## config.mk

```make
export PLATFORM = sky130hd
export DESIGN_NAME = pwm_led
export DESIGN_NICKNAME = d
export VERILOG_FILES = /design/src/source/pwm_led_pkg.sv /design/src/source/pwm_wr_if.sv /design/src/source/pwm_state_if.sv /design/src/source/pwm_reg_decode.sv /design/src/source/pwm_channels.sv /design/src/source/pwm_led_output.sv /design/src/source/pwm_led.sv
export SDC_FILE = /design/constraint.sdc
export NUM_CORES = 1
export LEC_CHECK = 0
export BUFFER_PORTS_ARGS = -buffer_cell sky130_fd_sc_hd__clkbuf_2
export CORE_ASPECT_RATIO = 1.4
export CORE_MARGIN = 2
export CORE_UTILIZATION = 30
export CTS_BUF_LIST = sky130_fd_sc_hd__clkbuf_8
export CTS_CLUSTER_DIAMETER = 40
export DETAILED_ROUTE_END_ITERATION = 6
export GPL_TIMING_DRIVEN = 0
export PLACE_DENSITY = 0.51
export SYNTH_ARGS = -nofsm -noshare
export SYNTH_HDL_FRONTEND = slang
export SYNTH_SLANG_ARGS = --single-unit
```

## constraint.sdc

```tcl
create_clock -name CLK -period 1.6 [get_ports CLK]
set_clock_uncertainty 0.2 [all_clocks]
set_input_delay 0.16 -clock CLK [delete_from_list [all_inputs] [get_ports CLK]]
set_output_delay 0.16 -clock CLK [all_outputs]
set_load 0.01 [all_outputs]
```

## src/source/pwm_led_pkg.sv

```systemverilog
package pwm_led_pkg;

	////////////////////
	// Widths
	////////////////////

	// SoC bus
	localparam int DATA_BITS = 16;
	localparam int ADDR_BITS = 8;

	// Duty and counter resolution
	localparam int PWM_BITS = 8;

	typedef logic [DATA_BITS-1:0] data_t;
	typedef logic [ADDR_BITS-1:0] addr_t;
	typedef logic [PWM_BITS-1:0]  duty_t;

	////////////////////
	// Register map
	////////////////////

	localparam addr_t ADDR_RED   = 8'h00;
	localparam addr_t ADDR_GREEN = 8'h01;
	localparam addr_t ADDR_BLUE  = 8'h02;
	localparam addr_t ADDR_CTRL  = 8'h03;

	// Control word layout
	localparam int CTRL_EN_BIT = 0;

	// Values after reset
	localparam duty_t DUTY_RST = '0;
	localparam logic  EN_RST   = 1'b1;

	////////////////////
	// Read source
	////////////////////

	typedef enum logic [2:0] {
		RD_RED,
		RD_GREEN,
		RD_BLUE,
		RD_CTRL,
		RD_NONE
	} rd_sel_t;

endpackage

```

## src/source/pwm_wr_if.sv

```systemverilog
`timescale 1ns/100ps

interface pwm_wr_if
	import pwm_led_pkg::*;
();

	// One-hot register write strobes
	logic  wr_red;
	logic  wr_green;
	logic  wr_blue;
	logic  wr_ctrl;

	// Raw bus word of the write
	data_t wdata;

	modport dec (
		output wr_red,
		output wr_green,
		output wr_blue,
		output wr_ctrl,
		output wdata
	);

	modport exe (
		input  wr_red,
		input  wr_green,
		input  wr_blue,
		input  wr_ctrl,
		input  wdata
	);

endinterface

```

## src/source/pwm_state_if.sv

```systemverilog
`timescale 1ns/100ps

interface pwm_state_if
	import pwm_led_pkg::*;
();

	// Live register values
	duty_t red_duty;
	duty_t green_duty;
	duty_t blue_duty;
	logic  enable;

	// Registered comparator outputs
	logic  lvl_r;
	logic  lvl_g;
	logic  lvl_b;

	modport exe (
		output red_duty,
		output green_duty,
		output blue_duty,
		output enable,
		output lvl_r,
		output lvl_g,
		output lvl_b
	);

	modport res (
		input  red_duty,
		input  green_duty,
		input  blue_duty,
		input  enable,
		input  lvl_r,
		input  lvl_g,
		input  lvl_b
	);

endinterface

```

## src/source/pwm_reg_decode.sv

```systemverilog
`timescale 1ns/100ps

module pwm_reg_decode
	import pwm_led_pkg::*;
(
	input  logic    CLK,
	input  logic    RSTb,
	input  addr_t   ADDRESS,
	input  logic    WR,
	input  data_t   DATA_IN,
	pwm_wr_if.dec   wr,
	output rd_sel_t rd_sel
);

	rd_sel_t addr_sel;

	////////////////////
	// Address match
	////////////////////

	// Single compare against the map, shared by reads and writes
	always_comb begin
		case (ADDRESS)
			ADDR_RED: begin
				addr_sel = RD_RED;
			end
			ADDR_GREEN: begin
				addr_sel = RD_GREEN;
			end
			ADDR_BLUE: begin
				addr_sel = RD_BLUE;
			end
			ADDR_CTRL: begin
				addr_sel = RD_CTRL;
			end
			default: begin
				addr_sel = RD_NONE;
			end
		endcase
	end

	////////////////////
	// Write strobes
	////////////////////

	always_comb begin
		wr.wr_red   = 1'b0;
		wr.wr_green = 1'b0;
		wr.wr_blue  = 1'b0;
		wr.wr_ctrl  = 1'b0;
		if (WR) begin
			case (addr_sel)
				RD_RED:   wr.wr_red   = 1'b1;
				RD_GREEN: wr.wr_green = 1'b1;
				RD_BLUE:  wr.wr_blue  = 1'b1;
				RD_CTRL:  wr.wr_ctrl  = 1'b1;
				default:  ;
			endcase
		end
	end

	assign wr.wdata = DATA_IN;

	// Read select follows the address every cycle
	assign rd_sel = addr_sel;

endmodule

```

## src/source/pwm_channels.sv

```systemverilog
`timescale 1ns/100ps

module pwm_channels
	import pwm_led_pkg::*;
(
	input  logic     CLK,
	input  logic     RSTb,
	pwm_wr_if.exe    wr,
	pwm_state_if.exe st
);

	duty_t red_duty;
	duty_t green_duty;
	duty_t blue_duty;
	logic  enable;

	duty_t wr_duty;

	// Free-running, starts at zero and is never reset
	duty_t pwm_ctr = '0;

	logic  lvl_r;
	logic  lvl_g;
	logic  lvl_b;

	////////////////////
	// Registers
	////////////////////

	// Duty takes the low byte of the bus word
	assign wr_duty = wr.wdata[PWM_BITS-1:0];

	always_ff @(posedge CLK) begin
		if (!RSTb) begin
			red_duty   <= DUTY_RST;
			green_duty <= DUTY_RST;
			blue_duty  <= DUTY_RST;
			enable     <= EN_RST;
		end else begin
			if (wr.wr_red) begin
				red_duty <= wr_duty;
			end
			if (wr.wr_green) begin
				green_duty <= wr_duty;
			end
			if (wr.wr_blue) begin
				blue_duty <= wr_duty;
			end
			if (wr.wr_ctrl) begin
				enable <= wr.wdata[CTRL_EN_BIT];
			end
		end
	end

	////////////////////
	// PWM counter
	////////////////////

	// Wraps every 2**PWM_BITS cycles
	always_ff @(posedge CLK) begin
		pwm_ctr <= pwm_ctr + 1'b1;
	end

	////////////////////
	// Comparators
	////////////////////

	// High for exactly duty counts out of each period
	always_ff @(posedge CLK) begin
		lvl_r <= (pwm_ctr < red_duty);
		lvl_g <= (pwm_ctr < green_duty);
		lvl_b <= (pwm_ctr < blue_duty);
	end

	////////////////////
	// State out
	////////////////////

	assign st.red_duty   = red_duty;
	assign st.green_duty = green_duty;
	assign st.blue_duty  = blue_duty;
	assign st.enable     = enable;

	assign st.lvl_r = lvl_r;
	assign st.lvl_g = lvl_g;
	assign st.lvl_b = lvl_b;

endmodule

```

## src/source/pwm_led_output.sv

```systemverilog
`timescale 1ns/100ps

module pwm_led_output
	import pwm_led_pkg::*;
(
	input  logic     CLK,
	input  logic     RSTb,
	pwm_state_if.res st,
	input  rd_sel_t  rd_sel,
	output data_t    DATA_OUT,
	output logic     r,
	output logic     g,
	output logic     b
);

	localparam int PAD_BITS = DATA_BITS - PWM_BITS;

	data_t rd_word;

	////////////////////
	// Pins
	////////////////////

	// Levels gated by enable, one more register stage
	always_ff @(posedge CLK) begin
		if (!RSTb) begin
			r <= 1'b0;
			g <= 1'b0;
			b <= 1'b0;
		end else begin
			r <= st.lvl_r & st.enable;
			g <= st.lvl_g & st.enable;
			b <= st.lvl_b & st.enable;
		end
	end

	////////////////////
	// Readback
	////////////////////

	always_comb begin
		rd_word = '0;
		case (rd_sel)
			RD_RED: begin
				rd_word = {{PAD_BITS{1'b0}}, st.red_duty};
			end
			RD_GREEN: begin
				rd_word = {{PAD_BITS{1'b0}}, st.green_duty};
			end
			RD_BLUE: begin
				rd_word = {{PAD_BITS{1'b0}}, st.blue_duty};
			end
			RD_CTRL: begin
				rd_word[CTRL_EN_BIT] = st.enable;
			end
			default: begin
				// unmapped address reads zero
				rd_word = '0;
			end
		endcase
	end

	always_ff @(posedge CLK) begin
		if (!RSTb) begin
			DATA_OUT <= '0;
		end else begin
			DATA_OUT <= rd_word;
		end
	end

endmodule

```

## src/source/pwm_led.sv

```systemverilog
`timescale 1ns/100ps

module pwm_led
	import pwm_led_pkg::*;
(
	input  logic  CLK,
	input  logic  RSTb,
	input  addr_t ADDRESS,
	input  data_t DATA_IN,
	input  logic  WR,
	output data_t DATA_OUT,
	output logic  r,
	output logic  g,
	output logic  b
);

	// Decode to channels
	pwm_wr_if    wr_bus ();

	// Channels to output stage
	pwm_state_if st_bus ();

	rd_sel_t rd_sel;

	////////////////////
	// Decode
	////////////////////

	pwm_reg_decode dec0 (
		.CLK     (CLK),
		.RSTb    (RSTb),
		.ADDRESS (ADDRESS),
		.WR      (WR),
		.DATA_IN (DATA_IN),
		.wr      (wr_bus.dec),
		.rd_sel  (rd_sel)
	);

	////////////////////
	// Execute
	////////////////////

	pwm_channels chan0 (
		.CLK  (CLK),
		.RSTb (RSTb),
		.wr   (wr_bus.exe),
		.st   (st_bus.exe)
	);

	////////////////////
	// Result
	////////////////////

	pwm_led_output out0 (
		.CLK      (CLK),
		.RSTb     (RSTb),
		.st       (st_bus.res),
		.rd_sel   (rd_sel),
		.DATA_OUT (DATA_OUT),
		.r        (r),
		.g        (g),
		.b        (b)
	);

endmodule

```

## Word-level counts from Yosys, hierarchy flattened

Index checks and enable logic that the tools add are counted.

- Bits in registers: 55
- Logic and storage cells: 38

- Add/sub/neg operators: 1
- Order comparisons: 3
- Equality and inequality tests: 6
- Mux-type cells: 11
- Bitwise operators: 3
- Reductions and logical operators: 2

Operator list:

| cell | number |
|---|---|
| $lt A8 B8 Y1 | 3 |
| $pmux W7 S3 | 1 |
| $eq A8 B2 Y1 const B | 2 |
| $pmux W3 S4 | 1 |
| $add A8 B1 Y8 const B | 1 |
| $eq A8 B1 Y1 const B | 1 |
| $logic_not A8 Y1 | 1 |
| $mux W1 | 8 |
| $eq A3 B2 Y1 const B | 2 |
| $pmux W1 S4 | 1 |
| $and A1 B1 Y1 | 3 |
| $eq A3 B1 Y1 const B | 1 |
| $logic_not A3 Y1 | 1 |

## Longest topological paths before layout

- Depth after elaboration: 5
- Gate-level depth with buffers: 5
- Gate-level depth less buffers: 5

## By module

A second synthesis with hierarchy kept.

- Cell total of the unflattened synthesis: 272
- Area total of the unflattened synthesis: 2571.2 um^2

Modules (own cells, without submodules):

| module | instances | cells each | area an instance (um^2) | seq. area each (um^2) |
|---|---|---|---|---|
| pwm_channels | 1 | 183 | 1805.5 | 720.7 |
| pwm_led_output | 1 | 61 | 556.8 | 220.2 |
| pwm_reg_decode | 1 | 28 | 209.0 | 0.0 |

## Worst setup path before layout

Ideal clock, no wire load.

- Path type: register to register
- Start: register chan0.pwm_ctr[1]
- End: register chan0.lvl_b, in the netlist chan0.st.lvl_b
- Library setup time: 0.074 ns
- Arrival: 1.112 ns
- Path slack: 0.214 ns
- Cell stages (with the launch flop): 4
- Path buffers: 0
- Clock period less this slack: 1.386 ns
- Cells stage by stage: dfxtp_1 ha_1 a2111o_1 a31oi_1

- Cells in the longest elaborated chain, start to end: 1

RTL lines:

| what | RTL line | text |
|---|---|---|
| start, declared | pwm_channels.sv:20 | `duty_t pwm_ctr = '0;` |
| start signal, assigned | pwm_channels.sv:61 | `pwm_ctr <= pwm_ctr + 1'b1;` |
| $lt A8 B8 Y1 | pwm_channels.sv:72 | `lvl_b <= (pwm_ctr < blue_duty);` |
| end signal, assigned | pwm_channels.sv:72 |  |
| end, declared | pwm_channels.sv:24 | `logic lvl_b;` |

No other way between the ends.
A chain may end at the register's enable or synchronous reset.

## Worst setup path in the final report

- Start: register chan0.red_duty[1], in the netlist chan0.st.red_duty[1]
- End: register chan0.lvl_r, in the netlist chan0.st.lvl_r

- Cells in the longest elaborated chain, start to end: 1

RTL lines:

| what | RTL line | text |
|---|---|---|
| start, declared | pwm_channels.sv:12 | `duty_t red_duty;` |
| start signal, assigned | pwm_channels.sv:41 | `red_duty <= wr_duty;` |
| $lt A8 B8 Y1 | pwm_channels.sv:70 | `lvl_r <= (pwm_ctr < red_duty);` |
| end signal, assigned | pwm_channels.sv:70 |  |
| end, declared | pwm_channels.sv:22 | `logic lvl_r;` |

No other way between the ends.

==> metrics.md <==
| Metric | Value |
|---|---|
| Total GRT Usage | `0.130` |
| P&R area growth vs syn | `20.0%` |
| Total CTS buffers | `5` |
| Global route overflow | `0` |
| Flop pwr share | `0.577` |
| Clock sink count | `47` |
| Clock Power Share | `0.356` |
| Layout Nets | `348` |
| Yosys reg bits | `47` |
| Initial antenna violation count | `0` |
| WP data arrival | `1.52 ns` |
| Row count | `38` |
| Area contributors post-synth | `dfxtp_1, mux2i_1, ha_1` |
| Non-filler cells, final | `400` |
| Hpwl dp | `4020 um` |
| FFs w/ async S/R, synth | `0` |
| Die Ht | `109 um` |
| Largest net degree at the start of global routing | `16` |
| Overall power | `0.00203 W` |
| Clock Latency Late Sink | `0.30 ns` |
| Setup bufs post-CTS | `0` |
| Antenna-violating nets left | `0` |
| Fin area | `0.00282 mm2` |
| Count leader, synth | `dfxtp_1` |
| Leak | `1.33 nW` |
| Core ar. | `0.00765 mm2` |
| Die Area | `0.00856 mm2` |
| CP required | `1.62 ns` |
| Main synth FF type | `dfxtp_1` |
| Final period util | `0.938` |
| Net switching power | `0.000487 W` |
| Post-synth EDFFs | `0` |
| Starting density of the core | `0.307` |
| Internal power | `0.00154 W` |
| Critical Path Source Type | `flip-flop` |
| Clock root cell | `clkbuf_8` |
| WP buf/inv | `1` |
| Max-capacitance violation count | `0` |
| Switching Fraction | `0.240` |
| I/O pins | `46` |
| Die width | `78.8 um` |
| Port Buf Inserts | `29` |
| CP peak stage delay | `0.38 ns` |
| Share of the synthesized area in the top cell type | `0.401` |
| Yosys cell types | `29` |
| Proportion of power drawn by combinational gates | `0.068` |
| Slew @ Worst Pin | `0.590 ns` |
| CP endpoint kind | `flip-flop` |
| Leading area contributor after synthesis | `dfxtp_1` |
| Final hold violation count | `0` |
| Final-report setup violation count | `0` |
| Placed Cells incl. Taps | `384` |
| DR iter-0 viols | `60` |
| Hold Crit Class | `input pin to flip-flop` |
| First-pass DRT Iterations | `4` |
| Synth top cells by count | `dfxtp_1, nand2_1, mux2i_1` |
| H-tree Lvls | `2` |
| Power Dens Cells | `721 mW/mm2` |
| Share of layout cells above drive strength 1 | `0.187` |
| Final Slew Violations | `0` |
| Rel. slew slack | `0.607` |
| Synth Cell Area | `0.00235 mm2` |
| Crit Path Max Fanout | `3` |
| DRT Wirelength | `5130 um` |
| Setup CP Type | `flip-flop to flip-flop` |
| Synth warn | `0` |
| TritonCTS clock tree | `built` |
| First-pass GRT wire length | `8540 um` |
| Unrepaired setup endpoints after global routing | `false` |
| Worst-path cell chain | `inv_1 -> ha_1 -> a2111o_1 -> a31oi_1` |
| Area of placed instances | `0.00265 mm2` |
| Placer Congestion | `0.780` |
| Register area share after synthesis | `0.401` |
| CTS Buffer Depth | `2` |
| Synthesized netlist cell count | `248` |
| Min Clock Period, post-route | `1.50 ns` |
| Routed WL per cell | `12.8 um` |
| Ant diodes | `0` |
| Avg Inst Size Synth | `9.47 um2` |
| Outcome | `complete, no violations` |
| Vias | `1,777` |
| VDD IR max | `0.000405 V` |
| DR vias/cell | `4.44` |
| F_max | `666 MHz` |
| Slowest cell on crit path | `dfxtp_1` |
| Vias in the first global route | `1,810` |
| Worst-path clk slew | `0.09 ns` |
| # DRC | `0` |
| Largest delay share family, worst path | `compound AO/OA/AOI/OAI gates` |
-- layer usage --
layer | global-route usage | vias to the layer above | share of wire
met1 | 0.151 | 794 | 0.45
met4 | 0.0576 | 0 | 0.031
met3 | 0.0232 | 13 | 0.035
met2 | 0.232 | 43 | 0.49
met5 | 0 | - | 0
li1 | - | 927 | -
-- worst paths after layout --
kind / start / end / slack [ns] / cells after the start
worst max-delay path: chan0.st.red_duty[1] / chan0.st.lvl_r / 0.1 / 4
worst min-delay path: ADDRESS[4] / chan0.st.enable / 0.04 / 4
worst max register to register: chan0.st.red_duty[1] / chan0.st.lvl_r / 0.1 / 4
worst min register to register: chan0.pwm_ctr[0] / chan0.pwm_ctr[0] / 0.26 / 1
-- flip-flops by register name, indices dropped and copies added (netlist names) --
| register | cells |
|---|---|
| out0.r | 1 |
| chan0.st.enable | 1 |
| chan0.st.lvl_g | 1 |
| chan0.st.lvl_b | 1 |
| out0.b | 1 |
| chan0.st.green_duty | 8 |
| chan0.pwm_ctr | 8 |
| chan0.st.blue_duty | 8 |
| chan0.st.red_duty | 8 |
| out0.DATA_OUT | 8 |
| out0.g | 1 |
| chan0.st.lvl_r | 1 |
-- layout by cell type, fill, tap and decap left out --
cell	Yosys	final
dfxtp_1	47	43
nand2_1	39	39
mux2i_1	32	32
clkbuf_2	0	29
inv_1	22	22
ha_1	22	22
nor2_1	12	12
buf_4	8	8
conb_1	1	8
dlygate4sd3_1	0	8
a2bb2oi_1	7	7
o21ai_0	6	6
nand2b_1	6	6
a21oi_1	6	6
clkbuf_1	6	6
clkbuf_8	0	5
xnor2_1	4	4
and3_1	4	4
nor2b_1	4	4
dfxtp_2	0	4
nand3_1	3	3
a2111o_1	3	3
a31oi_1	3	3
nand4_1	2	2
xor2_1	2	2
nand3_2	2	2
clkinv_2	0	2
and4_1	1	1
nor4_4	1	1
nor3b_2	1	1
buf_2	1	1
mux4_2	1	1
nand4b_1	1	1
buf_6	1	1
inv_6	0	1
-- worst min-delay path: stages --
cell      delay [ns]
clkbuf_2        0.09
nor3b_2         0.06
nand4_1         0.11
mux2i_1         0.07
-- area by class of cell --
| class | instances | area (um2) |
|---|---|---|
| inverters | 22 | 82.6 |
| flip-flops and latches | 47 | 946 |
| clock buffers | 5 | 68.8 |
| multi-input cells | 170 | 1250 |
| fillers | 773 | 4840 |
| repair buffers | 37 | 225 |
| clock inverters | 3 | 18.8 |
| plain buffers | 16 | 98.8 |
| well taps | 100 | 125 |
-- power groups by stage --
stage / Clock (W) / Sequential [W] / Combinational (W)
after floorplan: 0 / 0.00120 / 0.0000765
after global placement: 0 / 0.00120 / 0.000124
after detailed placement: 0 / 0.00120 / 0.000125
after CTS: 0.000744 / 0.00117 / 0.000139
after global routing: 0.000787 / 0.00117 / 0.000151
final: 0.000723 / 0.00117 / 0.000138
-- through the flow --
step,hold WS (ns),utilization,setup TNS [ns],worst slack [ns]
floorplan,0.120,-,0,0.214
global placement,0.227,0.346,-1.98,-0.143
finish,0.0388,0.368,0,0.0987
CTS,0.0370,0.367,0,0.0680
detailed placement,0.237,0.346,-2.29,-0.172
global route,0.0505,0.368,0,0.00607
-- cell families (layout without fill, tap and decap cells) --
logic type / count (synthesis) / count (layout) / synth area share
AOI/OAI and AO/OA: 25 / 25 / 0.0741
buffers and inverters: 38 / 83 / 0.0772
xor gates and xnor gates: 6 / 6 / 0.0224
adders and majority gates: 22 / 22 / 0.117
DFF: 47 / 47 / 0.401
other: 1 / 8 / 0.00160
muxes: 33 / 33 / 0.146
and+or+nand+nor: 76 / 76 / 0.161
-- what timing repair did --
| action | 4_1_cts | 5_1_grt |
|---|---|---|
| hold endpoints to repair | 25 | 0 |
| endpoints found under the setup margin | 0 | 2 |
| hold buffers | 8 | 0 |
| gates resized for setup | 0 | 4 |
Note: power is estimated with default switching activity, not from simulation.
